**config.mk**
```make
export PLATFORM = sky130hd
export DESIGN_NAME = noise_ctrl
export DESIGN_NICKNAME = d
export VERILOG_FILES = /design/src/hdl/noise_pkg.sv /design/src/hdl/noise_ctrl.sv
export SDC_FILE = /design/constraint.sdc
export NUM_CORES = 1
export LEC_CHECK = 0
export BUFFER_PORTS_ARGS = -buffer_cell sky130_fd_sc_hd__buf_2
export CORE_MARGIN = 2
export CORE_UTILIZATION = 35
export DETAILED_ROUTE_END_ITERATION = 6
export GPL_ROUTABILITY_DRIVEN = 0
export GPL_TIMING_DRIVEN = 1
export HOLD_SLACK_MARGIN = 0.06
export SYNTH_ARGS = -nofsm -noshare
export SYNTH_HDL_FRONTEND = slang
export SYNTH_SLANG_ARGS = --single-unit
export TNS_END_PERCENT = 50
```
**constraint.sdc**
```tcl
create_clock -name clk -period 5.25 [get_ports clk]
set_clock_uncertainty 0.1 [all_clocks]
set_input_delay 0.525 -clock clk [delete_from_list [all_inputs] [get_ports clk]]
set_output_delay 0.525 -clock clk [all_outputs]
set_load 0.01 [all_outputs]
```
**src/hdl/noise_pkg.sv**
```systemverilog
package noise_pkg;

    // signal sample width used by the top level default
    localparam int sig_width_default = 12;

    // inverse-distribution table and histogram size
    localparam int num_bins = 128;
    localparam int bin_width = 7;
    // bin index minus this gives the noise value
    localparam int bin_offset = 63;

    // thresholds compare against the upper bits of the random word
    localparam int thresh_width = 32;
    localparam int hist_width = 8;

    // xorshift state is never allowed to be zero
    localparam logic [63:0] seed_nonzero = 64'h9e37_79b9_7f4a_7c15;

    // host address width and register map byte offsets
    localparam int addr_width = 12;
    localparam logic [addr_width-1:0] reg_ctrl = 12'h000;
    localparam logic [addr_width-1:0] reg_seed_lo = 12'h008;
    localparam logic [addr_width-1:0] reg_seed_hi = 12'h00c;
    // 4 bytes per bin from each base
    localparam logic [addr_width-1:0] reg_thresh_base = 12'h100;
    localparam logic [addr_width-1:0] reg_hist_base = 12'h400;

    // AXI response codes
    typedef enum logic [1:0] {
        axi_okay = 2'b00,
        axi_slverr = 2'b10
    } axi_resp_t;

    // host port FSM
    typedef enum logic [1:0] {
        st_idle,
        st_wresp,
        st_rdata
    } ctrl_state_t;

endpackage

```
**src/hdl/noise_ctrl.sv**
```systemverilog
`timescale 1ns/1ps
module noise_ctrl #(
    parameter int THRESH_WIDTH = noise_pkg::thresh_width
) (
    input  logic                             clk,
    input  logic                             rstn,
    input  logic [noise_pkg::addr_width-1:0] awaddr,
    input  logic                             awvalid,
    output logic                             awready,
    input  logic [31:0]                      wdata,
    input  logic                             wvalid,
    output logic                             wready,
    output noise_pkg::axi_resp_t             bresp,
    output logic                             bvalid,
    input  logic                             bready,
    input  logic [noise_pkg::addr_width-1:0] araddr,
    input  logic                             arvalid,
    output logic                             arready,
    output logic [31:0]                      rdata,
    output noise_pkg::axi_resp_t             rresp,
    output logic                             rvalid,
    input  logic                             rready,
    output logic                             enable,
    output logic                             seed_load,
    output logic [63:0]                      seed,
    output logic                             thresh_we,
    output logic [6:0]                       thresh_addr,
    output logic [THRESH_WIDTH-1:0]          thresh_data,
    output logic [6:0]                       thresh_rd_addr,
    input  logic [THRESH_WIDTH-1:0]          thresh_rd_data,
    output logic                             hist_clear,
    output logic [6:0]                       hist_addr,
    input  logic [7:0]                       hist_data
);
    import noise_pkg::*;

    ctrl_state_t           state;
    logic [31:0]           seed_lo;
    logic [31:0]           seed_hi;
    logic [addr_width-1:0] raddr_q;
    logic                  wr_fire;
    logic                  rd_fire;
    logic                  rd_load;
    logic                  w_err;
    logic [31:0]           rd_word;
    logic                  rd_err;

    // word-aligned address inside a 128-entry window
    function automatic logic in_window(input logic [addr_width-1:0] addr,
                                       input logic [addr_width-1:0] base);
        return (addr >= base) && (addr < base + addr_width'(4 * num_bins))
               && (addr[1:0] == 2'b00);
    endfunction

    function automatic logic [6:0] bin_index(input logic [addr_width-1:0] addr,
                                             input logic [addr_width-1:0] base);
        logic [addr_width-1:0] off;
        off = addr - base;
        return off[8:2];
    endfunction

    // handshake cycles
    assign wr_fire = (state == st_idle) && awready && awvalid && wvalid;
    assign rd_fire = (state == st_idle) && arready && arvalid;
    // table and counter data arrive the cycle after the read handshake
    assign rd_load = (state == st_rdata) && !rvalid;

    // table and histogram addressed straight from araddr
    assign thresh_rd_addr = bin_index(araddr, reg_thresh_base);
    assign hist_addr = bin_index(araddr, reg_hist_base);
    assign seed = {seed_hi, seed_lo};

    // histogram is read-only
    assign w_err = !(awaddr == reg_ctrl || awaddr == reg_seed_lo
                     || awaddr == reg_seed_hi || in_window(awaddr, reg_thresh_base));

    // read mux on the latched address
    always_comb begin
        rd_word = '0;
        rd_err = 1'b0;
        if (raddr_q == reg_ctrl) begin
            // clear bit always reads zero
            rd_word = {31'd0, enable};
        end else if (raddr_q == reg_seed_lo) begin
            rd_word = seed_lo;
        end else if (raddr_q == reg_seed_hi) begin
            rd_word = seed_hi;
        end else if (in_window(raddr_q, reg_thresh_base)) begin
            rd_word = 32'(thresh_rd_data);
        end else if (in_window(raddr_q, reg_hist_base)) begin
            rd_word = 32'(hist_data);
        end else begin
            rd_err = 1'b1;
        end
    end

    // FSM, control registers and pulses
    always_ff @(posedge clk or negedge rstn) begin
        if (!rstn) begin
            state <= st_idle;
            awready <= 1'b0;
            wready <= 1'b0;
            arready <= 1'b0;
            bvalid <= 1'b0;
            rvalid <= 1'b0;
            enable <= 1'b0;
            seed_lo <= seed_nonzero[31:0];
            seed_hi <= seed_nonzero[63:32];
            seed_load <= 1'b0;
            thresh_we <= 1'b0;
            hist_clear <= 1'b0;
        end else begin
            // single-cycle pulses
            seed_load <= 1'b0;
            thresh_we <= 1'b0;
            hist_clear <= 1'b0;
            case (state)
                st_idle: begin
                    if (wr_fire) begin
                        awready <= 1'b0;
                        wready <= 1'b0;
                        bvalid <= 1'b1;
                        state <= st_wresp;
                        if (awaddr == reg_ctrl) begin
                            enable <= wdata[0];
                            hist_clear <= wdata[1];
                        end else if (awaddr == reg_seed_lo) begin
                            seed_lo <= wdata;
                        end else if (awaddr == reg_seed_hi) begin
                            // upper word completes the seed
                            seed_hi <= wdata;
                            seed_load <= 1'b1;
                        end else if (in_window(awaddr, reg_thresh_base)) begin
                            thresh_we <= 1'b1;
                        end
                    end else if (rd_fire) begin
                        arready <= 1'b0;
                        state <= st_rdata;
                    end else if (awvalid && wvalid && !awready && !arready) begin
                        // write wins over a pending read
                        awready <= 1'b1;
                        wready <= 1'b1;
                    end else if (arvalid && !arready && !awready) begin
                        arready <= 1'b1;
                    end
                end
                st_wresp: begin
                    if (bready) begin
                        bvalid <= 1'b0;
                        state <= st_idle;
                    end
                end
                st_rdata: begin
                    if (rd_load) begin
                        rvalid <= 1'b1;
                    end else if (rready) begin
                        rvalid <= 1'b0;
                        state <= st_idle;
                    end
                end
                default: state <= st_idle;
            endcase
        end
    end

    // payload registers
    always_ff @(posedge clk) begin
        if (wr_fire) begin
            bresp <= w_err ? axi_slverr : axi_okay;
            thresh_addr <= bin_index(awaddr, reg_thresh_base);
            thresh_data <= wdata[THRESH_WIDTH-1:0];
        end
        if (rd_fire) begin
            raddr_q <= araddr;
        end
        if (rd_load) begin
            rdata <= rd_word;
            rresp <= rd_err ? axi_slverr : axi_okay;
        end
    end

endmodule

```
==> reports/results.txt <==
Status: finished, final reports clean
Most used routing layer in global routing: met2
Diode count: 0
Multiplexer share of the synthesized area: 0.173
Placeable core region: 0.0193 sq mm
Adder-cell share of the synthesized area: 0
Post-route minimum period: 2.84 ns
Final critical-path share of the clock period: 0.541
Dominant combinational cell family by area after synthesis: multiplexers
Post-Synth XOR/XNOR Area: 0.00257
Met2 layer usage reported by global route: 0.281
Via count of the first global-routing pass: 4728
Simple-gate share of the synthesized area: 0.0820
Cells after Synth: 461
Number of clock buffers inserted by TritonCTS: 17
Non-filler cells in the finished layout: 986
Setup Fix Bufs, Post-CTS: 0
Maxcap violations: 0
Switching power share of the total: 0.272
Global-route met1 utilization: 0.207
Yosys warning count: 0
Power per Cell Area: 354 mW/mm^2
Worst reg2reg path endpoint: seed_lo[0]$_DFFE_PN1P_
Internal power component: 0.00227 W
Placed Cells: 954
Pwr Total: 0.00312 W
Overall fraction of global-route tracks in use: 0.167
Worst Setup Slack, final: 2.41 ns
Relative contribution of combinational cells to total power: 0.122
Initial antenna violation count: 0
Worst slew margin relative to its limit: 0.166
Initial Util: 0.354
Worst IR Drop VDD: 0.216 mV
Die area: 0.0206 sq mm
Hold-fix buffer count after cts: 0
Final count of hold timing violations: 0
Number of rows in the core area: 51
Post-Synthesis Mean Instance Area: 14.8 sq um
PostCTS Resize Cnt: 0
Leak Pwr: 3.97 nW
Launching point of the worst reg2reg path: wready$_DFFE_PN0P_
Net total in the final layout: 811
Floorplan die height: 144 microns
CTS H-tree depth: 4
Maximum number of pins on one net before global-route repair: 75
Boundary Pins: 265
Setup repair after global routing missed its margin: no
Proportion of synthesized chip area in sequential cells: 0.653
TritonCTS clock tree: built
Share of final-layout standard cells stronger than drive strength 1: 0.566
X dimension of the die: 144 microns
Category of the worst setup path capture point: flip-flop
DRT Wirelength: 17400 microns
Port buffer count: 262
Internal reg-to-reg setup slack: 2.41 ns
Met3 layer usage reported by global route: 0.0420
Startpoint Class: flip-flop
Cell at the root of the clock tree: sky130_fd_sc_hd__clkbuf_16
Worst slack, placed: 2.07 ns
Compound-cell area share of the yosys netlist: 0.0435
Post-synthesis cell area: 0.00682 sq mm
Post-DR wirelength/cell: 17.6 microns
P_sw: 0.000849 W
Final Slew Violations: 0
Critical Path RT: 5.49 ns
Global-route wire length before repair: 25900 microns
Clock tree sinks: 159
Post-synth top flop: sky130_fd_sc_hd__edfxtp_1
Total via count in the routed design: 4675
Number of enable-type register cells in the synthesized netlist: 85
Total DRC errors in the routed layout: 0
Drt initial violations: 180
Synthesis-to-finish area growth: 29.4%
Avg Vias per Cell: 4.74
Kind of critical path: reg2reg
Clock Power Share: 0.390
Crit-path max FO: 32
Clock Tree Buf Depth: 2
Worst min-delay path category: in2async
Highest clock frequency the design can meet: 352 MHz
Final setup violation count: 0
Transition at the pin with the smallest max-transition slack: 1.25 ns
Share of flip-flops with an asynchronous set or reset after synthesis: 0.465
HPWL reported at the end of detailed placement: 12200 microns
Clock transition time at the flip-flop clock pins of the worst setup and hold paths: 0.07 ns
Number of unique standard cell types used by synthesis: 45
Arrival time reported for the critical path endpoint: 3.08 ns
Insertion delay to the later sink of the worst-skew pair: 0.41 ns
Flop and latch count out of synthesis: 159
Final total negative setup slack: 0 ns
Number of detailed-routing iterations run before antenna repair: 4
Worst Reg-to-Reg Cells: 4
Number of antenna-violating nets in the routed design: 0
Total global routing overflow: 0
Sequential share of power: 0.488
cell families after synthesis:
group	count (synthesis)
AO/OA/AOI/OAI	57
XOR/XNOR	2
buffers and inverters	45
flip-flops	159
multiplexers	98
other	1
AND/OR/NAND/NOR	99
through the flow:
step,hold slack (ns),cell area [sq um],utilization
finish,0.157,8820,0.458
detailed placement,0.413,8230,0.427
global route,0.154,8820,0.458
CTS,0.165,8820,0.458
floorplan,0.129,6820,-
global placement,0.413,8230,0.427
area by class of cell:
class	instances	area (sq um)
multi-input combinational	258	2080
clock inverter	14	149
sequential	159	4450
tap	265	332
inverter	5	18.8
timing repair buffer	267	1350
clock buffer	18	439
fill	1830	10500
critical path, cell delays in order (launching register included):
cell and delay [ns]:
sky130_fd_sc_hd__dfrtp_1 0.41, sky130_fd_sc_hd__nand3_1 0.26, sky130_fd_sc_hd__nor4b_4 0.41, sky130_fd_sc_hd__and4_2 1.14, sky130_fd_sc_hd__mux2_2 0.42
placed cells by master, fill, tap and decap left out, drive strengths merged, types with 2 or more instances in the layout:
| master | n |
|---|---|
| buf | 267 |
| edfxtp | 85 |
| mux2 | 67 |
| o21ai | 44 |
| nand2 | 40 |
| dfstp | 38 |
| dfrtp | 36 |
| mux2i | 31 |
| clkbuf | 18 |
| inv | 11 |
| nor2 | 10 |
| a21oi | 9 |
| nor3b | 8 |
| nand3b | 8 |
| nor3 | 8 |
| nand3 | 6 |
| clkinv | 5 |
| nor4 | 3 |
| or4 | 3 |
| nand2b | 2 |
| and2 | 2 |
| nor2b | 2 |
| conb | 2 |
| clkinvlp | 2 |
| nand4 | 2 |
state kept, by name (all words and copies together), names as in the netlist, 2 cells and up:
register,cells
raddr_q,12
rdata,32
state,2
seed_lo,32
thresh_addr,7
thresh_data,32
seed_hi,32
Yosys cell counts (2+ instances only):
master	instances	area [sq um]
sky130_fd_sc_hd__dfstp_2	38	998
sky130_fd_sc_hd__clkbuf_2	2	10.0
sky130_fd_sc_hd__nand3_1	6	30.0
sky130_fd_sc_hd__buf_6	4	45.0
sky130_fd_sc_hd__mux2i_1	31	310
sky130_fd_sc_hd__mux2_1	5	56.3
sky130_fd_sc_hd__mux2_4	30	450
sky130_fd_sc_hd__nand2_1	40	150
sky130_fd_sc_hd__nor3b_1	8	60.1
sky130_fd_sc_hd__nor2_1	10	37.5
sky130_fd_sc_hd__inv_1	5	18.8
sky130_fd_sc_hd__nand3b_1	8	60.1
sky130_fd_sc_hd__clkbuf_1	14	52.6
sky130_fd_sc_hd__o21ai_0	42	210
sky130_fd_sc_hd__mux2_2	32	360
sky130_fd_sc_hd__a21oi_1	9	45.0
sky130_fd_sc_hd__buf_4	16	120
sky130_fd_sc_hd__nor4_1	2	12.5
sky130_fd_sc_hd__nand2b_1	2	12.5
sky130_fd_sc_hd__buf_12	3	60.1
sky130_fd_sc_hd__and2_1	2	12.5
sky130_fd_sc_hd__or4_1	2	15.0
sky130_fd_sc_hd__nor2b_1	2	12.5
sky130_fd_sc_hd__nor3_1	7	35.0
sky130_fd_sc_hd__o21ai_1	2	10.0
sky130_fd_sc_hd__dfrtp_1	36	901
sky130_fd_sc_hd__edfxtp_1	85	2550
layer usage:
metal	up-vias	wire [microns]
met3	18	1100
met2	180	8700
met1	2316	7300
met4	0	287
met5	-	0
li1	2161	-
power groups by stage:
stage,sequential [W],clock (W),combinational [W]
after detailed placement,0.00155,0,0.000385
final,0.00152,0.00122,0.000380
after floorplan,0.00156,0,0.000177
after CTS,0.00152,0.00125,0.000385
after global placement,0.00154,0,0.000377
after global routing,0.00154,0.00130,0.000415
how the worst max path moves through the flow:
stage	startpoint	end	slack (ns)	cells after the start
after floorplan	wvalid	bresp[1]$_DFFE_PN_	1.16	2
after global placement	awaddr[5]	seed_lo[0]$_DFFE_PN1P_	2.21	5
after detailed placement	awaddr[1]	seed_lo[30]$_DFFE_PN1P_	2.07	5
after CTS	wready$_DFFE_PN0P_	seed_lo[0]$_DFFE_PN1P_	2.40	4
after global routing	wready$_DFFE_PN0P_	seed_lo[0]$_DFFE_PN1P_	2.27	4
final	wready$_DFFE_PN0P_	seed_lo[0]$_DFFE_PN1P_	2.41	4
No activity file was read; power rests on OpenSTA's default activity.
