<file path="src/hdl/noise_pkg.sv">
package noise_pkg;

    // signal sample width used by the top level default
    localparam int sig_width_default = 12;

    // inverse-distribution table and histogram size
    localparam int num_bins = 128;
    localparam int bin_width = 7;
    // bin index minus this gives the noise value
    localparam int bin_offset = 63;

    // thresholds compare against the upper bits of the random word
    localparam int thresh_width = 32;
    localparam int hist_width = 8;

    // xorshift state is never allowed to be zero
    localparam logic [63:0] seed_nonzero = 64'h9e37_79b9_7f4a_7c15;

    // host address width and register map byte offsets
    localparam int addr_width = 12;
    localparam logic [addr_width-1:0] reg_ctrl = 12'h000;
    localparam logic [addr_width-1:0] reg_seed_lo = 12'h008;
    localparam logic [addr_width-1:0] reg_seed_hi = 12'h00c;
    // 4 bytes per bin from each base
    localparam logic [addr_width-1:0] reg_thresh_base = 12'h100;
    localparam logic [addr_width-1:0] reg_hist_base = 12'h400;

    // AXI response codes
    typedef enum logic [1:0] {
        axi_okay = 2'b00,
        axi_slverr = 2'b10
    } axi_resp_t;

    // host port FSM
    typedef enum logic [1:0] {
        st_idle,
        st_wresp,
        st_rdata
    } ctrl_state_t;

endpackage

</file>
<file path="src/hdl/urng_64.sv">
`timescale 1ns/1ps
module urng_64 (
    input  logic        clk,
    input  logic        rstn,
    input  logic        step,
    input  logic        seed_load,
    input  logic [63:0] seed,
    output logic [63:0] rand_word,
    output logic        rand_valid
);
    import noise_pkg::*;

    // one xorshift step: left 13, right 7, left 17
    function automatic logic [63:0] xorshift(input logic [63:0] s);
        logic [63:0] x;
        x = s;
        x = x ^ (x << 13);
        x = x ^ (x >> 7);
        x = x ^ (x << 17);
        return x;
    endfunction

    // state doubles as the output word
    always_ff @(posedge clk or negedge rstn) begin
        if (!rstn) begin
            rand_word <= seed_nonzero;
            rand_valid <= 1'b0;
        end else begin
            // word valid one cycle after the request
            rand_valid <= step;
            if (seed_load) begin
                // zero would lock the generator at zero
                if (seed == 64'd0) begin
                    rand_word <= seed_nonzero;
                end else begin
                    rand_word <= seed;
                end
            end else if (step) begin
                rand_word <= xorshift(rand_word);
            end
        end
    end

endmodule

</file>
<file path="config.mk">
export PLATFORM = sky130hd
export DESIGN_NAME = urng_64
export DESIGN_NICKNAME = d
export VERILOG_FILES = /design/src/hdl/noise_pkg.sv /design/src/hdl/urng_64.sv
export SDC_FILE = /design/constraint.sdc
export NUM_CORES = 1
export LEC_CHECK = 0
export ABC_AREA = 1
export ABC_CLOCK_PERIOD_IN_PS = 1800
export BUFFER_PORTS_ARGS = -buffer_cell sky130_fd_sc_hd__buf_2
export CAP_MARGIN = 20
export CORE_ASPECT_RATIO = 1.5
export CORE_MARGIN = 1.5
export CORE_UTILIZATION = 55
export CTS_BUF_LIST = sky130_fd_sc_hd__clkbuf_16
export DETAILED_ROUTE_END_ITERATION = 16
export HOLD_SLACK_MARGIN = 0.05
export PLACE_DENSITY = 0.93
export SYNTH_ARGS = -nofsm -noshare
export SYNTH_HDL_FRONTEND = slang
export SYNTH_SLANG_ARGS = --single-unit
</file>
<file path="constraint.sdc">
create_clock -name clk -period 1.8 [get_ports clk]
set_clock_uncertainty 0.05 [all_clocks]
set_input_delay 0 -clock clk [delete_from_list [all_inputs] [get_ports clk]]
set_output_delay 0 -clock clk [all_outputs]
set_load 0.02 [all_outputs]
</file>
==> summary.md, run 1 <==
| Metric | Value |
|---|---|
| Die Area | `0.0106 mm2` |
| Ant diodes | `0` |
| Area leader, netlist | `dfstp_2` |
| M1 GR Usage | `0.447` |
| Sink Count | `65` |
| Die width | `84.4 um` |
| Total Power | `15.2 mW` |
| Synth top area share | `0.183` |
| Crit Path Category | `input port to register` |
| Cells after Synth | `837` |
| Final setup violation count | `0` |
| Ports | `133` |
| Leakage | `3.63 nW` |
| Switching Share | `0.529` |
| Final TNS setup | `0 ns` |
| Post-CTS setup buffers | `0` |
| Root buf cell | `clkbuf_16` |
| Worst-case clock buffer depth | `2` |
| Remaining DRCs | `0` |
| Layout area overhead | `31.9%` |
| Total Wirelength | `20.6 mm` |
| Most common cell after layout, fill and taps aside | `nand2_1` |
| Seq cells post-synth | `65` |
| Tightest Pin Transition | `0.591 ns` |
| Clk slew on worst S/H paths | `0.05 ns` |
| Max Cap Viol | `0` |
| RePlAce Congestion | `1.02` |
| Status | `completed` |
| ANT nets after route | `0` |
| Number of global-route vias before repair | `6358` |
| Final hold slack | `0.0470 ns` |
| Global route hottest layer | `met2` |
| Post-route design area | `0.00722 mm2` |
| GRT Residual Overflow | `0` |
| IO Port Bufs | `132` |
| Dpl hpwl | `13.8 mm` |
| Total number of vias | `6444` |
| Total CTS buffers | `9` |
| Worst VDD drop | `1.39 mV` |
| Initial Util | `0.565` |
| Pin count of the biggest net entering global routing | `49` |
| Tcrit/Tclk final | `0.989` |
| Max Clk Rate | `561 MHz` |
| Most frequent cells in the layout | `248 x nand2_1, 169 x nor2_1, 132 x buf_2` |
| Core area | `0.00969 mm2` |
| Worst-Skew Late Latency | `0.34 ns` |
| Reg power frac | `0.235` |
| CP startpoint kind | `input port` |
| Yosys cell types | `40` |
| Syn Area/Cell | `6.54 um2` |
| Critical path arrival | `1.98 ns` |
| Post-layout nets | `1095` |
| Grt met2 use | `0.659` |
| Ranking of synthesized cells by area | `dfstp_2 18%, nand2_1 17%, dfrtp_1 12%, nor2_1 12%, xnor2_1 10%` |
| Placed Area | `0.00625 mm2` |
| Pint | `7.16 mW` |
| Fin cells | `1147` |
| Vias per Instance | `5.62` |
| Placed cell count | `1066` |
| First-pass GRT wire length | `32.1 mm` |
| Req. time, crit path | `2.00 ns` |
| Height of the die | `125 um` |
| Std cell rows | `44` |
| Dpl ws | `0.111 ns` |
| Yosys warning total | `0` |
| Final cell utilization of the core | `0.745` |
| Post-synth design cell area | `0.00547 mm2` |
| All-layer global routing usage | `0.392` |
| CTS tree | `built` |
| Setup crit end kind | `register` |
| Initial antenna violation count | `0` |
| Pre-Repair DR Iteration Count | `6` |
| Clock share of power | `0.112` |
| Worst-path maximum fanout | `10` |
| Met3 usage | `0.0825` |
| DR iter-0 viols | `560` |
| PwrDens | `2110 mW/mm2` |
| Final WS setup | `0.0191 ns` |
| Slew Limit Headroom | `0.606` |
| Switching Power | `8.06 mW` |
| Final Critical Period | `1.78 ns` |
| Layout cells sized above 1 | `0.229` |
| H-Tree Level Count | `3` |
| Wirelength per Cell | `18.0 um` |
| Final Max Slew Viols | `0` |
| Synth Net Count | `905` |
| HP Class | `input port to register` |
| Sequential element share of the synthesized area | `0.306` |
| Combinational power share | `0.653` |
| Hold Violations, Final | `0` |
-- power groups by stage --
stage | clock, mW | combinational (mW) | sequential, mW
6_report | 1.70 | 9.95 | 3.58
5_1_grt | 1.78 | 11.0 | 3.62
4_1_cts | 1.70 | 9.72 | 3.51
3_5_place_dp | 0 | 9.48 | 3.52
3_3_place_gp | 0 | 9.25 | 3.50
2_1_floorplan | 0 | 6.67 | 3.86
-- area by class of cell --
cell class,count,area (um2)
Clock buffer,9,225
Sequential cell,65,1670
Multi-Input combinational cell,670,3410
Fill cell,730,2470
Inverter,69,259
Clock inverter,7,55.1
Timing Repair Buffer,212,1450
Tap cell,115,144
-- metal layers --
metal	share of wire	wire length (um)	vias up
li1	-	-	2959
met1	0.36	7480	2901
met2	0.48	9970	464
met3	0.091	1890	120
met4	0.063	1300	0
met5	0	0	-
-- repair_timing --
action,in CTS,in global routing
hold endpoints to repair,85,0
resized for setup,0,7
hold buffers,65,0
endpoints found under the setup margin,0,39
-- logic make-up (layout without fill, tap and decap cells) --
group,count (synthesis),after routing,share of synthesized area
AO/OA/AOI/OAI,64,64,0.0661
buffers and inverters,102,297,0.0762
flip-flops,65,65,0.306
AND/OR/NAND/NOR,504,504,0.375
XOR/XNOR,102,102,0.177
-- worst max-delay path: stages --
cell,delay [ns]
dlygate4sd3_1,0.55
buf_2,0.16
nor2_4,0.13
nand2_1,0.07
nor2_1,0.21
nand2_2,0.12
nor2_1,0.11
nand2_1,0.10
clkinv_1,0.22
nor2_1,0.10
o21bai_1,0.20
-- worst paths after layout --
check	end	slack, ns	depth (start not counted)	start
setup / recovery	rand_word[11]$_DFFE_PN1P_	0.02	11	seed[10]
hold / removal	rand_word[60]$_DFFE_PN1P_	0.05	5	seed[60]
setup reg to reg	rand_word[24]$_DFFE_PN1P_	0.04	9	rand_word[18]$_DFFE_PN0P_
hold reg to reg	rand_word[4]$_DFFE_PN1P_	0.45	2	rand_word[4]$_DFFE_PN1P_
max in group asynchronous	rand_word[24]$_DFFE_PN1P_	0.83	3	rstn
min in group asynchronous	rand_word[42]$_DFFE_PN0P_	0.16	2	rstn
-- Yosys cell counts, drive strengths merged --
| cell | instances |
|---|---|
| nand2 | 251 |
| nor2 | 173 |
| xnor2 | 72 |
| inv | 68 |
| nand3 | 44 |
| dfstp | 38 |
| o21ai | 36 |
| xor2 | 30 |
| dfrtp | 27 |
| buf | 20 |
| or2 | 20 |
| clkbuf | 13 |
| o22ai | 10 |
| a21oi | 9 |
| nor3 | 5 |
| o21bai | 5 |
| nand4 | 4 |
| a41oi | 2 |
| and2 | 2 |
| nor3b | 2 |
| a221oi | 1 |
| a31oi | 1 |
| clkinv | 1 |
| nand2b | 1 |
| nand3b | 1 |
| nor2b | 1 |
-- sequential cells by signal, summed over array words and instances (netlist names) --
| name | cells |
|---|---|
| rand_valid | 1 |
| rand_word | 64 |
(Power assumes the default switching activity.)
==> run 2: changes to the inputs <==
--- a/config.mk
+++ b/config.mk
@@ -9,13 +9,15 @@
 export ABC_CLOCK_PERIOD_IN_PS = 1800
 export BUFFER_PORTS_ARGS = -buffer_cell sky130_fd_sc_hd__buf_2
 export CAP_MARGIN = 20
+export CELL_PAD_IN_SITES_DETAIL_PLACEMENT = 0
+export CELL_PAD_IN_SITES_GLOBAL_PLACEMENT = 2
 export CORE_ASPECT_RATIO = 1.5
 export CORE_MARGIN = 1.5
-export CORE_UTILIZATION = 55
+export CORE_UTILIZATION = 29
 export CTS_BUF_LIST = sky130_fd_sc_hd__clkbuf_16
 export DETAILED_ROUTE_END_ITERATION = 16
 export HOLD_SLACK_MARGIN = 0.05
-export PLACE_DENSITY = 0.93
+export PLACE_DENSITY = 0.92
 export SYNTH_ARGS = -nofsm -noshare
 export SYNTH_HDL_FRONTEND = slang
 export SYNTH_SLANG_ARGS = --single-unit
==> constraint.sdc (replaced) <==
create_clock -name clk -period 1.8 [get_ports clk]
set_clock_uncertainty 0.05 [all_clocks]
set_input_delay 0.27 -clock clk [delete_from_list [all_inputs] [get_ports clk]]
set_output_delay 0.27 -clock clk [all_outputs]
set_load 0.02 [all_outputs]
==> summary.md, run 2 (synthesis results as in run 1) <==
| Metric | Value |
|---|---|
| Most frequent cells in the layout | `249 x nand2_1, 171 x nor2_1, 132 x buf_2` |
| Worst-case clock buffer depth | `2` |
| Dpl ws | `0.140 ns` |
| IO Port Bufs | `132` |
| Die Area | `0.0197 mm2` |
| Post-CTS setup buffers | `0` |
| Fin cells | `1223` |
| Vias per Instance | `4.58` |
| PwrDens | `2190 mW/mm2` |
| RePlAce Congestion | `0.870` |
| Final WS setup | `0.136 ns` |
| Req. time, crit path | `2.01 ns` |
| Switching Share | `0.532` |
| Pre-Repair DR Iteration Count | `5` |
| Clock share of power | `0.106` |
| CTS tree | `built` |
| Worst-Skew Late Latency | `0.33 ns` |
| Setup crit end kind | `register` |
| Most common cell after layout, fill and taps aside | `nand2_1` |
| Max incr delay on CP | `0.64 ns` |
| Status | `completed` |
| Initial antenna violation count | `0` |
| CP cell instances | `xnor2_1 -> inv_1 -> nand2_1 -> nand2_1 -> inv_1 -> nand2_1 -> nand3_1 -> nand2_1 -> nor2_1` |
| Max Cap Viol | `0` |
| Critical path arrival | `1.87 ns` |
| Placed cell count | `1205` |
| Hold Violations, Final | `0` |
| Final Max Slew Viols | `0` |
| Top Family by Delay on Critical Path | `flip-flops` |
| Max Clk Rate | `601 MHz` |
| Final TNS setup | `0 ns` |
| Die width | `115 um` |
| Total Wirelength | `20.6 mm` |
| Dpl hpwl | `16.4 mm` |
| Worst VDD drop | `0.561 mV` |
| Root buf cell | `clkbuf_16` |
| Tcrit/Tclk final | `0.924` |
| Layout cells sized above 1 | `0.240` |
| Final setup violation count | `0` |
| Combinational power share | `0.648` |
| Crit Path Category | `register to register` |
| ANT nets after route | `0` |
| Worst-path maximum fanout | `5` |
| Wirelength per Cell | `16.8 um` |
| Height of the die | `171 um` |
| First-pass GRT wire length | `31.5 mm` |
| Unrepaired setup endpoints after global routing | `false` |
| Ant diodes | `0` |
| Slew Limit Headroom | `0.643` |
| H-Tree Level Count | `3` |
| Number of flip-flops in the largest register | `64` |
| Tightest Pin Transition | `0.532 ns` |
| CP startpoint kind | `register` |
| Crit-path most repeated cell | `nand2_1` |
| Layout area overhead | `23.9%` |
| Clk slew on worst S/H paths | `0.05 ns` |
| Sink Count | `65` |
| Core area | `0.0185 mm2` |
| Top reg by flops | `rand_word` |
| Final Critical Period | `1.66 ns` |
| All-layer global routing usage | `0.213` |
| Switching Power | `7.90 mW` |
| Pin count of the biggest net entering global routing | `56` |
| Remaining DRCs | `0` |
| Std cell rows | `61` |
| Post-layout nets | `1034` |
| Total number of vias | `5602` |
| GRT Residual Overflow | `0` |
| Slowest stage cell on the critical path | `dfstp_2` |
| Pint | `6.94 mW` |
| Ports | `133` |
| DR iter-0 viols | `364` |
| Filler cells | `2050` |
| Reg power frac | `0.247` |
| Total CTS buffers | `9` |
| HP Class | `input port to register` |
| Leakage | `3.38 nW` |
| Worst path bufs/invs | `2` |
| Initial Util | `0.295` |
| Top Registers | `rand_word: 64 flops, rand_valid: 1 flops` |
| Number of global-route vias before repair | `5446` |
## run 2: cell types whose count changed in the layout (fill, tap and decap cells not counted), sizes merged
cell / previous run / this run
inv: 70 / 69
buf: 147 / 149
dlygate4sd3: 65 / 2
clkinv: 5 / 7
bufinv: 1 / 0
## run 2: per-stage QoR
stage	area, um2	util	power [mW]	hold WS, ns
finish	6780	0.366	14.8	0.145
global route	6780	0.366	16.3	0.153
CTS	6770	0.365	14.9	0.133
detailed placement	6490	0.350	13.3	0.141
global placement	6490	0.350	13.2	0.142
floorplan	5470	-	10.5	-0.0756
## run 2: layout make-up
class | instances | area (um2) | area share
inverters | 69 | 259 | 0.0382
clock inverters | 7 | 28.8 | 0.00424
multi-input cells | 670 | 3390 | 0.501
repair buffers | 151 | 883 | 0.130
flip-flops and latches | 65 | 1670 | 0.247
clock buffers | 9 | 225 | 0.0332
well taps | 252 | 315 | 0.0465
## run 2: worst min-delay path, cell delays in order
cell    delay (ns)
buf_2         0.09
nor2_1        0.04
nor2_1        0.08
## run 2: power by group through the flow
stage | Combinational (mW) | Clock (mW) | Sequential [mW]
after floorplan | 6.67 | 0 | 3.86
after global placement | 9.49 | 0 | 3.70
after detailed placement | 9.57 | 0 | 3.70
after CTS | 9.62 | 1.61 | 3.69
after global routing | 10.9 | 1.67 | 3.77
final | 9.61 | 1.57 | 3.66
## run 2: what timing repair did
item,4_1_cts,5_1_grt
endpoints found under the setup margin,0,3
hold endpoints to repair,5,0
resized for setup,0,2
hold buffers,2,0
## run 2: final timing paths
kind	from	to	slack, ns	cells past startpoint
max	rand_word[30]$_DFFE_PN1P_	rand_word[47]$_DFFE_PN0P_	0.14	9
min	seed[62]	rand_word[62]$_DFFE_PN0P_	0.15	3
max reg2reg	rand_word[30]$_DFFE_PN1P_	rand_word[47]$_DFFE_PN0P_	0.14	9
min reg2reg	rand_word[4]$_DFFE_PN1P_	rand_word[4]$_DFFE_PN1P_	0.47	2
max in group asynchronous	rstn	rand_word[57]$_DFFE_PN1P_	0.70	3
min in group asynchronous	rstn	rand_word[61]$_DFFE_PN0P_	0.32	2
## run 2: per-layer routing
layer,GRT usage,vias up,wire length (um),share of wire
met3,0.0211,18,859,0.042
met2,0.375,166,10300,0.50
li1,-,2837,-,-
met5,0,-,0,0
met1,0.274,2581,8990,0.44
met4,0.0633,0,413,0.020
==> run 3: changes to the inputs <==
--- a/config.mk
+++ b/config.mk
@@ -17,7 +17,7 @@
 export CTS_BUF_LIST = sky130_fd_sc_hd__clkbuf_16
 export DETAILED_ROUTE_END_ITERATION = 16
 export HOLD_SLACK_MARGIN = 0.05
-export PLACE_DENSITY = 0.92
+export PLACE_DENSITY = 0.84
 export SYNTH_ARGS = -nofsm -noshare
 export SYNTH_HDL_FRONTEND = slang
 export SYNTH_SLANG_ARGS = --single-unit
==> summary.md, run 3 (synthesis results as in run 1) <==
| Metric | Value |
|---|---|
| Unrepaired setup endpoints after global routing | `false` |
| Top reg by flops | `rand_word` |
| Cell depth of the worst flop-to-flop path | `8` |
| Std cell rows | `61` |
| Beginning of the worst hold path | `seed[55]` |
| CP cell instances | `xnor2_1 -> nand2_1 -> nand2_1 -> inv_1 -> nand2_1 -> nand3_1 -> nand3_1 -> nand2_1` |
| Max Clk Rate | `593 MHz` |
| Final TNS setup | `0 ns` |
| Req. time, crit path | `2.02 ns` |
| Sink Count | `65` |
| Setup crit end kind | `register` |
| Initial antenna violation count | `0` |
| Final hold slack | `0.123 ns` |
| Pre-Repair DR Iteration Count | `5` |
| Vias per Instance | `4.57` |
| FF-to-FF Start | `rand_word[32]$_DFFE_PN1P_` |
| Final Max Slew Viols | `0` |
| Most common cell after layout, fill and taps aside | `nand2_1` |
| Reg-to-reg slack, setup | `0.11 ns` |
| Remaining DRCs | `0` |
| Final WS setup | `0.113 ns` |
| Post-CTS setup buffers | `0` |
| Worst VDD drop | `0.586 mV` |
| Worst-Skew Late Latency | `0.35 ns` |
| HP Class | `input port to register` |
| Post-layout nets | `1045` |
| Core area | `0.0185 mm2` |
| Crit-path most repeated cell | `nand2_1` |
| Max incr delay on CP | `0.66 ns` |
| Total number of vias | `5641` |
| IO Port Bufs | `132` |
| First-pass GRT wire length | `32.6 mm` |
| Ports | `133` |
| Dpl hpwl | `17.2 mm` |
| DR iter-0 viols | `250` |
| Ant diodes | `0` |
| CTS tree | `built` |
| Pin count of the biggest net entering global routing | `66` |
| CP startpoint kind | `register` |
| Die Area | `0.0197 mm2` |
| Wirelength per Cell | `17.6 um` |
| Total CTS buffers | `9` |
| Top Registers | `rand_word: 64 flops, rand_valid: 1 flops` |
| Total Power | `15.2 mW` |
| Status | `completed` |
| Leakage | `3.44 nW` |
| Height of the die | `171 um` |
| Slew Limit Headroom | `0.679` |
| Placed cell count | `1216` |
| Fin cells | `1234` |
| Final Critical Period | `1.69 ns` |
| Number of flip-flops in the largest register | `64` |
| Hold path endpoint | `rand_word[55]$_DFFE_PN0P_` |
| Final setup violation count | `0` |
| Worst-path maximum fanout | `5` |
| Worst r2r dst | `rand_word[25]$_DFFE_PN1P_` |
| Die width | `115 um` |
| Root buf cell | `clkbuf_16` |
| Critical path arrival | `1.91 ns` |
| Tightest Pin Transition | `0.478 ns` |
| Tcrit/Tclk final | `0.937` |
| Most frequent cells in the layout | `249 x nand2_1, 171 x nor2_1, 132 x buf_2` |
| Dpl ws | `0.0386 ns` |
| Worst-case clock buffer depth | `2` |
| Hold Violations, Final | `0` |
| Clk slew on worst S/H paths | `0.06 ns` |
| PwrDens | `2210 mW/mm2` |
| Slowest stage cell on the critical path | `dfstp_2` |
| Max Cap Viol | `0` |
| Crit Path Category | `register to register` |
| Initial Util | `0.295` |
| Min-Delay Path Depth | `3` |
| Number of global-route vias before repair | `5357` |
| Filler cells | `2047` |
| RePlAce Congestion | `0.845` |
| Layout cells sized above 1 | `0.249` |
| H-Tree Level Count | `3` |
| Layout area overhead | `25.8%` |
| ANT nets after route | `0` |
| GRT Residual Overflow | `0` |
| Total Wirelength | `21.8 mm` |
| All-layer global routing usage | `0.227` |
-- run 3: layer usage --
metal	up-vias	GRT usage	wire length, um
met1	2581	0.285	9250
met3	32	0.0345	1060
met5	-	0	0
met4	0	0.0896	718
li1	2868	-	-
met2	160	0.387	10700
-- run 3: what timing repair did --
item	CTS	global route
gates resized for setup	0	3
endpoints found under the hold margin	28	0
endpoints found under the setup margin	0	5
hold buffers	2	0
-- run 3: metrics by stage --
step,utilization,cell area [um2]
after detailed placement,0.354,6560
after global placement,0.354,6560
after floorplan,-,5470
final,0.371,6880
after global routing,0.371,6880
after CTS,0.370,6860
-- run 3: power breakdown --
group / switching, mW / total (mW) / internal [mW]
registers: 1.25 / 3.62 / 2.37
clock network: 0.703 / 1.75 / 1.05
logic: 6.07 / 9.87 / 3.80
total: 8.02 / 15.2 / 7.21
-- run 3: area by class of cell --
cell class                 instances  area [um2]  area share
multi-input combinational        670        3400       0.494
sequential                        65        1670       0.243
timing repair buffer             162         953       0.139
tap                              252         315      0.0458
inverter                          69         259      0.0376
clock buffer                       9         225      0.0327
clock inverter                     7        53.8     0.00782
-- run 3: worst max-delay path, delay by kind of cell (launching register included) --
kind | cells | cell delay, ns
simple gates | 6 | 0.56
xor+xnor | 1 | 0.23
buf+inv | 1 | 0.13
flops | 1 | 0.66
-- run 3: worst max path at each step --
stage / to / slack, ns / startpoint
2_1_floorplan: rand_word[60]$_DFFE_PN1P_ / 0.26 / rand_word[43]$_DFFE_PN1P_
4_1_cts: rand_word[47]$_DFFE_PN0P_ / 0.04 / rand_word[30]$_DFFE_PN1P_
6_report: rand_word[25]$_DFFE_PN1P_ / 0.11 / rand_word[32]$_DFFE_PN1P_
5_1_grt: rand_word[52]$_DFFE_PN1P_ / 0.009 / rand_word[22]$_DFFE_PN1P_
3_5_place_dp: rand_word[58]$_DFFE_PN1P_ / 0.04 / seed[30]
3_3_place_gp: rand_word[47]$_DFFE_PN0P_ / 0.04 / rand_word[30]$_DFFE_PN1P_
