--- config.mk ---
export PLATFORM = sky130hd
export DESIGN_NAME = noise_adder
export DESIGN_NICKNAME = d
export VERILOG_FILES = /design/src/hdl/noise_pkg.sv /design/src/hdl/noise_adder.sv
export SDC_FILE = /design/constraint.sdc
export NUM_CORES = 1
export LEC_CHECK = 0
export BUFFER_PORTS_ARGS = -buffer_cell sky130_fd_sc_hd__buf_2
export CAP_MARGIN = 25
export CORE_ASPECT_RATIO = 2
export CORE_MARGIN = 4
export CORE_UTILIZATION = 56
export CTS_CLUSTER_DIAMETER = 200
export DETAILED_ROUTE_END_ITERATION = 12
export GPL_TIMING_DRIVEN = 1
export PLACE_DENSITY = 0.81
export SYNTH_ARGS = -nofsm -noshare
export SYNTH_HDL_FRONTEND = slang
export SYNTH_SLANG_ARGS = --single-unit
--- constraint.sdc ---
create_clock -name clk -period 5.2 [get_ports clk]
set_input_delay 0.26 -clock clk [delete_from_list [all_inputs] [get_ports clk]]
set_output_delay 0.26 -clock clk [all_outputs]
set_load 0.02 [all_outputs]
--- src/hdl/noise_pkg.sv ---
package noise_pkg;

    // signal sample width used by the top level default
    localparam int sig_width_default = 12;

    // inverse-distribution table and histogram size
    localparam int num_bins = 128;
    localparam int bin_width = 7;
    // bin index minus this gives the noise value
    localparam int bin_offset = 63;

    // thresholds compare against the upper bits of the random word
    localparam int thresh_width = 32;
    localparam int hist_width = 8;

    // xorshift state is never allowed to be zero
    localparam logic [63:0] seed_nonzero = 64'h9e37_79b9_7f4a_7c15;

    // host address width and register map byte offsets
    localparam int addr_width = 12;
    localparam logic [addr_width-1:0] reg_ctrl = 12'h000;
    localparam logic [addr_width-1:0] reg_seed_lo = 12'h008;
    localparam logic [addr_width-1:0] reg_seed_hi = 12'h00c;
    // 4 bytes per bin from each base
    localparam logic [addr_width-1:0] reg_thresh_base = 12'h100;
    localparam logic [addr_width-1:0] reg_hist_base = 12'h400;

    // AXI response codes
    typedef enum logic [1:0] {
        axi_okay = 2'b00,
        axi_slverr = 2'b10
    } axi_resp_t;

    // host port FSM
    typedef enum logic [1:0] {
        st_idle,
        st_wresp,
        st_rdata
    } ctrl_state_t;

endpackage

--- src/hdl/noise_adder.sv ---
`timescale 1ns/1ps
module noise_adder #(
    parameter int SIG_WIDTH = noise_pkg::sig_width_default
) (
    input  logic                        clk,
    input  logic                        rstn,
    input  logic signed [SIG_WIDTH-1:0] signal_in,
    input  logic                        signal_valid,
    input  logic signed [7:0]           noise,
    input  logic                        sample_valid,
    output logic signed [SIG_WIDTH-1:0] signal_out,
    output logic                        signal_out_valid
);

    logic signed [SIG_WIDTH-1:0] sig_d1;
    logic signed [SIG_WIDTH-1:0] sig_d2;
    logic                        vld_d1;
    logic                        vld_d2;
    logic signed [7:0]           noise_add;
    logic signed [SIG_WIDTH:0]   sum;
    logic signed [SIG_WIDTH-1:0] sat;

    // two-stage delay to line up with the lookup output
    always_ff @(posedge clk) begin
        sig_d1 <= signal_in;
        sig_d2 <= sig_d1;
    end

    always_ff @(posedge clk or negedge rstn) begin
        if (!rstn) begin
            vld_d1 <= 1'b0;
            vld_d2 <= 1'b0;
            signal_out_valid <= 1'b0;
        end else begin
            vld_d1 <= signal_valid;
            vld_d2 <= vld_d1;
            signal_out_valid <= vld_d2;
        end
    end

    // no draw for this sample, add nothing
    assign noise_add = sample_valid ? noise : 8'sd0;

    // one guard bit catches overflow
    assign sum = (SIG_WIDTH+1)'(sig_d2) + (SIG_WIDTH+1)'(noise_add);

    always_comb begin
        sat = sum[SIG_WIDTH-1:0];
        // guard and sign differ on overflow
        if (sum[SIG_WIDTH] != sum[SIG_WIDTH-1]) begin
            // negative overflow to min, positive to max
            sat = sum[SIG_WIDTH] ? {1'b1, {(SIG_WIDTH-1){1'b0}}}
                                 : {1'b0, {(SIG_WIDTH-1){1'b1}}};
        end
    end

    // holds between samples
    always_ff @(posedge clk) begin
        if (vld_d2) begin
            signal_out <= sat;
        end
    end

endmodule

==> summary by stage, run 1 <==
Finish
In the final layout, flip-flops and latches occupy 915.9 um2. The number of fill cells is 220. The signed area change from the synthesized netlist to the final layout is 19.17%. Cells with a size suffix above 1 make up 33.53% of the layout. The antenna cell count is 0. The footprint of the multi-input gates is 641.9 um2. The count of nets after finishing is 201.

Synth
For this run, the number of Yosys warnings is 0. The synthesized area per cell is 12.64 um2. The share of Yosys cell area claimed by the top area cell type is 30.16%. The post-synthesis cell area is 1593 um2. Counting flops with a built-in enable in the synthesized netlist gives 12. After synthesis the netlist holds a flip-flop and latch count of 39. The most frequent cell after synthesis is sky130_fd_sc_hd__dfxtp_1. The share of async-settable or async-resettable flops after synthesis is 7.692%. In the synthesized netlist, the cells that appear most often are sky130_fd_sc_hd__dfxtp_1, sky130_fd_sc_hd__edfxtp_1, sky130_fd_sc_hd__maj3_2.

The net count of the mapped netlist is 158. The share of the Yosys chip area taken by registers is 57.50%. By area the synthesized netlist is led by sky130_fd_sc_hd__dfxtp_1, sky130_fd_sc_hd__edfxtp_1, sky130_fd_sc_hd__maj3_2. The number of standard cells after synthesis is 126. The synthesized netlist contains 41 unique library cells. The library cell occupying the most area in the post-synthesis netlist is sky130_fd_sc_hd__dfxtp_1. Among all flip-flop cells after synthesis, the most frequent one is sky130_fd_sc_hd__dfxtp_1.

Run
The tool flagged a number of max-cap violations equal to 0.

STA
The transition time of the tightest slew-check pin is 1.003 ns. The setup TNS after final layout is 0 ns. Derived from the worst setup path, the maximum achievable clock frequency is 0.3109 GHz.

The clock arrives with 0.006170 ns of skew. The count of final setup violators is 0. Setup repair after global routing left no endpoint under its margin.

Headroom to the max-slew limit came out at 32.88%. The number of max-slew violations in the final report is 0. The ratio of final minimum period to clock period is 61.85%. The number of hold violations in the final report came to 0. Setup slack on the critical path of the routed design comes to 1.984 ns. The final critical delay including setup and external delays is 3.216 ns.

Min path
In this run the worst hold path is classified as primary input to flop. Counting instances, the worst hold path has a depth of 1.

Global route
After global routing the overflow that remains totals 0. The first-pass GRT wire length is 4443 um. Across every metal layer, demand over resource in global routing totals 16.05%. The pin count of the biggest net entering global routing is 14. The initial antenna violation count is 0. The number of global-route vias before repair is 1,122.

Die
The width of the die is 45.71 um. Once the floorplan was initialized, standard cells occupied 58.21% of the core. The die covers 3813 um2. The number of placement rows is 27.

The die is 83.42 um tall. The core region is 2736 um2. During I/O placement, the number of pins put on the boundary was 37.

Run status
The run finished with clean final reports.

Detailed routing
The per-cell via count in the routed design is 5.508. The post-detailed-route wirelength per cell is 13.50 um. The total wirelength of the detailed-routed design is 2687 um.

The total via count in the routed design is 1,096. The first routing iteration left 19 violations. For this run, design rule violations remaining after detail routing come to 0. The first detailed-routing pass ran for 4 iterations. The count of nets left with antenna violations after detail routing is 0.

Critical path
The worst setup path is captured at a flop. In this run the register-to-register setup slack is 1.98 ns. At the worst endpoint, the arrival time is 3.37 ns. The startpoint class of the critical path is a flop. The endpoint identified for the worst register-to-register timing path is signal_out[6]. The worst setup path endpoint is signal_out[6]. Traced cell by cell, the critical path runs through ha_1 > inv_1 > fa_1 > nand2b_1 > a21oi_1 > o311ai_1 > a21bo_2 > a2bb2oi_1 > maj3_2. The worst setup path is of the flop to flop kind. In this run the worst setup path begins at sig_d2[0]. The data required time at the worst endpoint is 5.36 ns. For this run, the slowest stage of the critical path takes 0.79 ns. The count of cells along the worst register-to-register path is 9. The launch point of the worst reg-to-reg path is sig_d2[0]. The slowest stage of the critical path is the sky130_fd_sc_hd__a2bb2oi_1 cell.

The maximum fanout count along the critical path is 11.

Power and ir drop
Across the VDD grid, the largest voltage drop is 0.2683 mV. Internal power comes to 0.0004777 W. The clock network burns 30.0% of the power. The total leakage power is 0.8432 nW. Net switching is 24.73% of the power. The relative contribution of combinational cells to total power is 15.4%. Sequential cells account for 54.7% of the total power. The switching component of the power is 0.0001570 W. Power spread over the standard cell area amounts to 334.3 nW/um2.

CTS
The later-pin clock latency in the skew report is 0.29 ns. The level count of the clock H-tree is 2. The deepest clock path buffer count is 2. The number of clock sinks seen by CTS is 39. The clock root buffer is sky130_fd_sc_hd__clkbuf_8. TritonCTS built the clock tree. After clock tree synthesis, the clock-pin slew on the worst setup and hold paths is 0.07 ns.

Counting the buffers created by CTS gives 5.

Place
Input and output buffers added on the ports amount to 36. The HPWL after detailed placement is 2164 um. The minimum setup slack after placement is 1.774 ns. The routability-driven placement congestion ratio is 0.7601.
registers in the layout, summed over array words and instances (netlist names):
name / flops
vld_d2: 1
signal_out_valid: 1
sig_d1: 12
sig_d2: 12
signal_out: 12
vld_d1: 1
area by class of cell:
type	instances	share of cell area, %
clock buffers	6	3.823
clock inverters	2	0.5933
inverters	8	1.582
multi-input cells	78	33.82
flip-flops and latches	39	48.25
well taps	29	1.912
repair buffers	37	10.02
critical path, delay by kind of cell (launching register included):
kind            cells  cell delay (ns)
compound gates      4             1.56
fa+ha+maj           3             0.94
flops               1             0.32
simple gates        1             0.19
buf+inv             1             0.06
through the flow:
stage | power, W | area [um2] | hold slack (ns) | instances | util, %
3_5_place_dp | 0.0004511 | 1804 | 0.05629 | 190 | 65.94
5_1_grt | 0.0006664 | 1898 | 0.05428 | 199 | 69.36
3_3_place_gp | 0.0004455 | 1804 | 0.05325 | 190 | 65.94
2_1_floorplan | 0.0004222 | 1593 | -0.03559 | 126 | -
6_report | 0.0006346 | 1898 | 0.06403 | 199 | 69.36
4_1_cts | 0.0006419 | 1898 | 0.05747 | 199 | 69.36
metal layers:
metal,up-vias,GRT usage [%],wire length (um)
li1,534,-,-
met1,507,13.58,866
met2,42,28.03,1518
met3,13,4.989,185
met4,0,11.92,116
met5,-,0,0
worst min-delay path by stage:
stage	from	end	slack (ns)
after floorplan	rstn	signal_out_valid	-0.04
after global placement	rstn	vld_d2	0.05
after detailed placement	rstn	vld_d2	0.06
after CTS	signal_in[11]	sig_d1[11]	0.06
after global routing	signal_in[11]	sig_d1[11]	0.05
final	signal_in[11]	sig_d1[11]	0.06
power groups by stage:
stage	clock network [W]	registers, W	logic [W]
2_1_floorplan	0	0.000366	0.0000561
3_3_place_gp	0	0.000352	0.0000932
3_5_place_dp	0	0.000354	0.0000971
4_1_cts	0.000196	0.000347	0.0000987
5_1_grt	0.000211	0.000348	0.000107
6_report	0.000190	0.000347	0.0000975
cell families (layout without fill, tap and decap cells):
family	count (synthesis)	after routing	synth area share (%)
muxes	2	2	2.042
buffers and inverters	9	53	2.199
adders and majority gates	17	17	13.12
xor gates and xnor gates	10	10	5.971
and+or+nand+nor	27	27	9.193
AOI/OAI and AO/OA	22	22	9.978
DFF	39	39	57.50
what timing repair did:
| item | CTS | global route |
|---|---|---|
| endpoints found under the hold margin | 3 | 0 |
| endpoints found under the setup margin | 0 | 0 |
| resized for setup | 0 | 0 |
| setup buffers | 0 | 0 |
| hold buffers | 1 | 0 |
placed cells by master, fill, tap and decap left out, types with 3 or more instances in the layout:
| master | instances |
|---|---|
| sky130_fd_sc_hd__a21oi_1 | 6 |
| sky130_fd_sc_hd__xor2_1 | 3 |
| sky130_fd_sc_hd__clkbuf_8 | 5 |
| sky130_fd_sc_hd__dfrtp_1 | 3 |
| sky130_fd_sc_hd__edfxtp_1 | 12 |
| sky130_fd_sc_hd__a21o_1 | 3 |
| sky130_fd_sc_hd__nand3_1 | 4 |
| sky130_fd_sc_hd__maj3_2 | 9 |
| sky130_fd_sc_hd__xnor2_1 | 6 |
| sky130_fd_sc_hd__and2_1 | 6 |
| sky130_fd_sc_hd__inv_1 | 8 |
| sky130_fd_sc_hd__buf_2 | 36 |
| sky130_fd_sc_hd__nand2_1 | 3 |
| sky130_fd_sc_hd__dfxtp_1 | 24 |
| sky130_fd_sc_hd__nor2_1 | 5 |
| sky130_fd_sc_hd__ha_1 | 7 |
Note: power is estimated with default switching activity, not from simulation.
==> run 2, diff against run 1 <==
ABC_AREA = 1   (was not set)
CORE_UTILIZATION = 53   (was 56)
PLACE_DENSITY = 0.76   (was 0.81)
clock period = 3.03 ns   (was 5.2 ns; I/O delays follow)
==> run 2 against run 1 <==
  * Largest power group unchanged
  * Sequential power grew 74%
  * Combinational power grew 140%
  * Synthesized cell count increased by 62%
  * Global-route usage down 0.37 points
  * Clock skew up 0.0010 ns
  * Non-clock buffer count up 14
  * Largest cell class unchanged
  * Sequential cell count unchanged
  * Final cell count increased by 45%
  * Routed wire length is 15% higher
==> summary by stage, run 2 <==
Critical path
The data required time at the worst endpoint was 3.17 ns (-2.19 ns). The worst setup path is launched from a primary input. The critical path class is primary input to flop.

The delay contributed by the slowest stage of the critical path is 0.42 ns (-0.37 ns). The worst setup path is captured at a flop. The worst path buffer plus inverter count is 3 (+2). The maximum fanout count along the critical path came to 16 (+5).

The cell with the most instances on the worst path is sky130_fd_sc_hd__nand4_1. The library cell contributing the largest single delay on the critical path is sky130_fd_sc_hd__fa_1. The signal on the critical path passes through buf_2 > nand2_1 > inv_1 > ha_1 > inv_1 > fa_1 > o21ai_0 > nand4_1 > nand4_1 > nand4_1 > nand2_1.

The signal arrival time at the worst endpoint is 2.31 ns (-1.06 ns). The cell family contributing the most delay on the critical path is simple AND/OR/NAND/NOR gates.

Min path
In this run the worst hold path is classified as primary input to asynchronous set/reset pin.

STA
Dividing the final minimum period by the clock period gives 71.54%. The transition time of the tightest slew-check pin is 0.4590 ns (-0.5440 ns). The number of max-slew violations in the final report was 0 (unchanged).

The count of final setup violators was 0 (unchanged). The maximum frequency from static timing analysis is 0.4613 GHz. The worst clock skew is 0.007188 ns (+0.001018 ns). The number of hold violations in the final report is 0 (unchanged). The setup TNS after final layout is 0 ns (unchanged). Setup repair after global routing left no endpoint under its margin. The final critical delay including setup and external delays is 2.168 ns.

The worst slew slack as a fraction of its limit is 69.40% (+37 points).

CTS
TritonCTS built the clock tree. The deepest clock path buffer count came to 2 (unchanged). The total CTS buffers came to 5 (unchanged). The tree is rooted in a sky130_fd_sc_hd__clkbuf_8. The level count of the clock H-tree is 2 (unchanged).

The number of clock sinks seen by CTS was 39 (unchanged). The later-pin clock latency in the skew report is 0.29 ns (about the same). The clock-pin slew on the worst setup and hold paths is 0.07 ns (about the same). The number of resized instances in the post-cts repair step was 0 (unchanged).

Global route
The number of global-route vias before repair is 1,435 (+28%). The overall overflow remaining after global route is 0 (unchanged). The total routing resource utilization after global routing is 15.68% (-0.37 points). The initial antenna violation count is 0 (unchanged). The pin count of the biggest net entering global routing is 17 (+3). The first-pass GRT wire length is 5520 um (+24%).

Die
The number of placement rows is 29 (+7.4%). The effective utilization at floorplan is 55.64% (-2.6 points). The die height came to 90.34 um (+8.3%). The floorplan die area came to 4442 um2 (+16%). The width of the die was 49.17 um (+7.6%).

The number of top-level pins was 37 (unchanged). The area of the core is 3229 um2 (+18%).

Power and ir drop
The total leakage power is 1.189 nW (+41%). The post-layout total power was 0.001313 W (+110%). The areal power density over the cells is 587.0 nW/um2 (+76%). The worst ir drop on vdd is 0.5901 mV (+120%).

Detailed routing
The post-detailed-route wirelength per cell is 10.67 um (-21%). The number of DRC violations after detailed routing was 0 (unchanged). The per-cell via count in the routed design is 4.976 (-9.7%). The number of DRC markers after the initial detailed-route iteration was 32 (+13). The total wirelength of the detailed-routed design is 3085 um (+15%). The count of nets left with antenna violations after detail routing is 0 (unchanged). The number of optimization iterations in the first detailed-route pass is 4 (unchanged). The total via count in the routed design is 1,438 (+31%).

Synth
The post-synthesis cell area is 1797 um2 (+13%). By area the synthesized netlist is led by sky130_fd_sc_hd__dfxtp_1, sky130_fd_sc_hd__edfxtp_1, sky130_fd_sc_hd__nand2_1. The synthesized area per cell is 8.807 um2 (-30%). The net count of the mapped netlist is 236 (+49%). The Yosys warning count is 0 (unchanged).

Among all flip-flop cells after synthesis, the most frequent one is sky130_fd_sc_hd__dfxtp_1. The number of standard cells after synthesis is 204 (+62%). The sequential cell area fraction in the yosys report is 50.97% (-6.5 points).

The share of async-settable or async-resettable flops after synthesis is 7.692% (unchanged). The register bit count reported by yosys is 39 (unchanged). By count the netlist is led by sky130_fd_sc_hd__nand2_1, sky130_fd_sc_hd__dfxtp_1, sky130_fd_sc_hd__inv_1. The largest total area in the synthesized netlist belongs to sky130_fd_sc_hd__dfxtp_1. The number of distinct library cells after synthesis came to 27 (-34%). The count of flip-flops with a built-in enable after synthesis was 12 (unchanged). The share of Yosys cell area claimed by the top area cell type came to 26.74% (-3.4 points). Among all cell types in the netlist, the one instantiated most often is sky130_fd_sc_hd__nand2_1.

Finish
The signed area change from the synthesized netlist to the final layout is 24.51%. The number of non-filler instances in the completed layout came to 289 (+45%). The fraction of layout cells with a size suffix above 1 was 21.71% (-12 points). The footprint of the multi-input gates is 730.7 um2 (+14%). The antenna cell count is 0 (unchanged). The footprint of the flip-flops and latches is 915.9 um2 (unchanged). The count of nets after finishing is 289 (+44%). The largest registers in the layout are sig_d1 x12, sig_d2 x12, signal_out x12. The number of fill cells came to 251 (+14%). The top cell types in the final layout, fill and taps aside, are sky130_fd_sc_hd__nand2_1, sky130_fd_sc_hd__buf_2, sky130_fd_sc_hd__dfxtp_1.

The library cell used most frequently in the layout, excluding fill and tap cells, is sky130_fd_sc_hd__nand2_1.

Run status
The run finished with clean final reports.

Place
The HPWL after detailed placement came to 2320 um (+7.2%). The number of cells after detailed placement came to 267 (+41%). The routability-driven placement congestion ratio was 0.8558 (+13%).

The port buffer count is 36 (unchanged).

Run
The number of maximum-capacitance violations is 0 (unchanged).
==> run 2: kinds of logic (layout without fill, tap and decap cells) <==
family                   Yosys count  after routing  synth area share [%]
AND/OR/NAND/NOR                  106            106                 26.53
XOR/XNOR                           8              8                 3.900
AO/OA/AOI/OAI                     13             13                 4.248
adder cells (fa/ha/maj)            8              8                 5.989
flip-flops                        39             39                 50.98
buffers and inverters             30             84                 8.356
==> run 2: stage by stage <==
step,hold WS [ns],utilization (%),setup slack [ns],instance area (um2)
4_1_cts,0.1795,69.28,0.8358,2237
5_1_grt,0.1839,69.28,0.6202,2237
2_1_floorplan,-0.1441,-,0.9493,1797
6_report,0.1785,69.28,0.8623,2237
3_5_place_dp,-0.05288,60.91,0.5367,1967
3_3_place_gp,-0.05532,60.91,0.6272,1967
==> run 2: cell type report <==
| type | instances | area share [%] |
|---|---|---|
| clock buffer | 6 | 4.195 |
| clock inverter | 2 | 1.622 |
| inverter | 25 | 4.195 |
| multi-input combinational | 135 | 32.66 |
| sequential | 39 | 40.94 |
| tap | 31 | 1.734 |
| timing repair buffer | 51 | 14.65 |
==> run 2: final timing paths <==
path                       depth (start not counted)            end  slack (ns)         start
hold / removal                                     2         vld_d1        0.18          rstn
setup / recovery                                  11  signal_out[8]        0.86  sample_valid
setup reg to reg                                   8  signal_out[8]        0.88     sig_d2[0]
min in group clk                                   0      sig_d2[7]        0.32     sig_d1[7]
hold reg to reg                                    0      sig_d2[7]        0.32     sig_d1[7]
max in group asynchronous                          2         vld_d2        2.75          rstn
==> run 2: layer usage <==
layer,vias to the layer above,share of wire [%],global-route usage [%]
met4,0,3.7,10.45
met3,10,4.3,3.306
li1,754,-,-
met2,33,57,30.38
met1,641,35,13.35
met5,-,0,0
==> run 2: power by group <==
| part | switching (W) | internal (W) |
|---|---|---|
| registers | 0.0000130 | 0.000590 |
| clock network | 0.000178 | 0.000296 |
| logic | 0.000143 | 0.0000942 |
| total | 0.000333 | 0.000980 |
==> run 2: what timing repair did <==
item | 4_1_cts | 5_1_grt
setup buffers | 0 | 0
hold endpoints to repair | 16 | 0
hold buffers | 14 | 0
==> run 3, diff against run 2 <==
clock period = 2.2 ns   (was 3.03 ns; I/O delays follow)
==> run 3 against run 2 <==
  * Via count up 0.97%
  * Sequential share of layout area up 0.14 points
  * Routed wire length up 3.3%
  * Count of clock-buffer cells in the layout up 2
  * Hold slack worse by 0.035 ns
==> summary by stage, run 3 (same netlist as run 2, synthesis figures left out) <==
Run status
The run finished with clean final reports.

Critical path
The worst register-to-register path begins at sig_d2[2]. The worst setup path is launched from a flop. The flop-to-flop setup slack is 0.19 ns (-0.69 ns).

STA classifies the critical path endpoint as a flop. The count of cells along the worst register-to-register path is 11 (+3). The end of the worst register-to-register path is signal_out[10].

The signal arrival time at the worst endpoint is 2.05 ns (-0.26 ns). The maximum fanout count along the critical path is 11 (-5). The critical path class is flop to flop. The data required time at the worst endpoint is 2.24 ns (-0.93 ns).

Die
The number of placement rows came to 29 (unchanged). The effective utilization at floorplan is 55.64% (unchanged). The die height was 90.34 um (unchanged). The number of top-level pins was 37 (unchanged). The width of the die is 49.17 um (unchanged). The area of the core was 3229 um2 (unchanged). The floorplan die area is 4442 um2 (unchanged).

STA
The final worst slack is 0.1893 ns (-0.6730 ns). The count of final setup violators is 0 (unchanged). The worst clock skew was 0.007443 ns (+0.0002544 ns). Setup repair after global routing left no endpoint under its margin.

The transition time of the tightest slew-check pin came to 0.4476 ns (-0.01141 ns). The setup TNS after final layout is 0 ns (unchanged). Of the available clock period, the critical path in the final layout requires 91.40%. The number of hold violations in the final report came to 0 (unchanged). Timing would allow up to 0.4973 GHz. The smallest clock period supported by the final layout is computed as 2.011 ns. The worst slew slack as a fraction of its limit was 70.16% (+0.76 points).

The number of max-slew violations in the final report was 0 (unchanged).

Finish
Leaving out fill and tap cells, the most frequent cells in the layout are sky130_fd_sc_hd__nand2_1, sky130_fd_sc_hd__buf_2, sky130_fd_sc_hd__dfxtp_1. The footprint of the multi-input gates is 738.2 um2 (+1.0%). The signed area change from the synthesized netlist to the final layout is 24.09%.

In the final layout, the registers with the most flip-flops are sig_d1 x12, sig_d2 x12, signal_out x12. The number of fill cells is 263 (+4.8%). The antenna cell count came to 0 (unchanged).

The fraction of layout cells with a size suffix above 1 is 21.92% (+0.22 points). The library cell used most frequently in the layout, excluding fill and tap cells, is sky130_fd_sc_hd__nand2_1. The count of nets after finishing was 291 (+0.69%). The post-route cell area came to 2230 um2 (-0.34%). The footprint of the flip-flops and latches is 915.9 um2 (unchanged).

CTS
The deepest clock path buffer count was 2 (unchanged). The number of clock sinks seen by CTS is 39 (unchanged). In this run the clock root is driven by a sky130_fd_sc_hd__clkbuf_8. The clock-pin slew on the worst setup and hold paths is 0.07 ns (about the same). The total CTS buffers was 5 (unchanged). The level count of the clock H-tree was 2 (unchanged). The clock tree from TritonCTS is yes. The later-pin clock latency in the skew report is 0.29 ns (about the same).

Place
The post-place instance area is 1982 um2 (+0.76%). The HPWL after detailed placement is 2495 um (+7.6%). The routability-driven placement congestion ratio was 0.8544 (-0.16%). The minimum setup slack after placement came to 0.1043 ns (-0.4325 ns). The port buffer count is 36 (unchanged).

Detailed routing
The number of DRC violations after detailed routing was 0 (unchanged). The count of nets left with antenna violations after detail routing was 0 (unchanged). The number of optimization iterations in the first detailed-route pass is 4 (unchanged). The number of DRC markers after the initial detailed-route iteration is 22 (-31%). The total via count in the routed design is 1,452 (+0.97%). The per-cell via count in the routed design is 4.990 (+0.28%). The post-detailed-route wirelength per cell is 10.95 um (+2.6%). The total wirelength of the detailed-routed design is 3187 um (+3.3%).

Power and ir drop
The total leakage power is 1.184 nW (-0.46%). The areal power density over the cells is 749.2 nW/um2 (+28%). The worst ir drop on vdd is 0.6115 mV (+3.6%).

Global route
The first-pass GRT wire length is 5720 um (+3.6%). The overall overflow remaining after global route is 0 (unchanged). The initial antenna violation count is 0 (unchanged).

The number of global-route vias before repair was 1,443 (+0.56%). The total routing resource utilization after global routing was 16.59% (+0.91 points). The pin count of the biggest net entering global routing was 14 (-3).

Min path
In this run the worst hold path is classified as primary input to asynchronous set/reset pin.

Run
The number of maximum-capacitance violations is 0 (unchanged).
run 3: changes by cell type in the layout (fill, tap and decap cells not counted), sizes merged:
| cell | previous run | this run |
|---|---|---|
| inv | 26 | 25 |
| buf | 37 | 39 |
| clkbuf | 6 | 8 |
| bufinv | 1 | 0 |
run 3: worst max-delay path by stage:
stage / depth (start not counted) / end / slack (ns) / from
after floorplan: 13 / signal_out[10] / 0.16 / sample_valid
after global placement: 14 / signal_out[4] / 0.13 / sample_valid
after detailed placement: 14 / signal_out[1] / 0.10 / sample_valid
after CTS: 11 / signal_out[10] / 0.16 / sig_d2[2]
after global routing: 12 / signal_out[4] / 0.02 / sig_d2[6]
final: 11 / signal_out[10] / 0.19 / sig_d2[2]
run 3: what timing repair did:
item	4_1_cts	5_1_grt
endpoints found under the setup margin	0	11
resized for setup	0	2
hold buffers	14	0
buffers inserted	0	0
endpoints found under the hold margin	16	0
run 3: through the flow:
step | util, % | hold slack, ns | std cells | total power (W)
floorplan | - | -0.1856 | 204 | 0.001084
global placement | 61.37 | -0.09657 | 269 | 0.001156
detailed placement | 61.37 | -0.09386 | 269 | 0.001163
CTS | 68.81 | 0.1417 | 291 | 0.001688
global route | 69.04 | 0.1435 | 291 | 0.001767
finish | 69.04 | 0.1436 | 291 | 0.001670
run 3: where the power goes:
| group | internal, W | switching (W) |
|---|---|---|
| Sequential | 0.000814 | 0.0000192 |
| Clock | 0.000285 | 0.000216 |
| Combinational | 0.000136 | 0.000201 |
| Total | 0.00123 | 0.000436 |
run 3: final cells by class:
cell class	instances	area share, %
clock buffer	8	4.489
inverter	25	4.209
sequential	39	41.08
multi-input combinational	135	33.11
tap	31	1.740
timing repair buffer	53	15.38
run 3: metal layers:
metal	GRT usage (%)	up-vias	wire length, um
met5	0	-	0
met4	11.16	0	129
met3	3.802	12	146
met2	32.51	37	1833
met1	13.54	646	1078
li1	-	757	-
run 3: critical path, cell delays in order (launching register included):
cell	delay [ns]
sky130_fd_sc_hd__dfxtp_1	0.30
sky130_fd_sc_hd__ha_1	0.34
sky130_fd_sc_hd__a21oi_1	0.16
sky130_fd_sc_hd__nand2_1	0.12
sky130_fd_sc_hd__nand2_1	0.08
sky130_fd_sc_hd__nand2_1	0.10
sky130_fd_sc_hd__nand2_1	0.13
sky130_fd_sc_hd__nand3_1	0.11
sky130_fd_sc_hd__nand2_1	0.14
sky130_fd_sc_hd__nand3_4	0.14
sky130_fd_sc_hd__nand2_1	0.10
sky130_fd_sc_hd__nand2_1	0.05
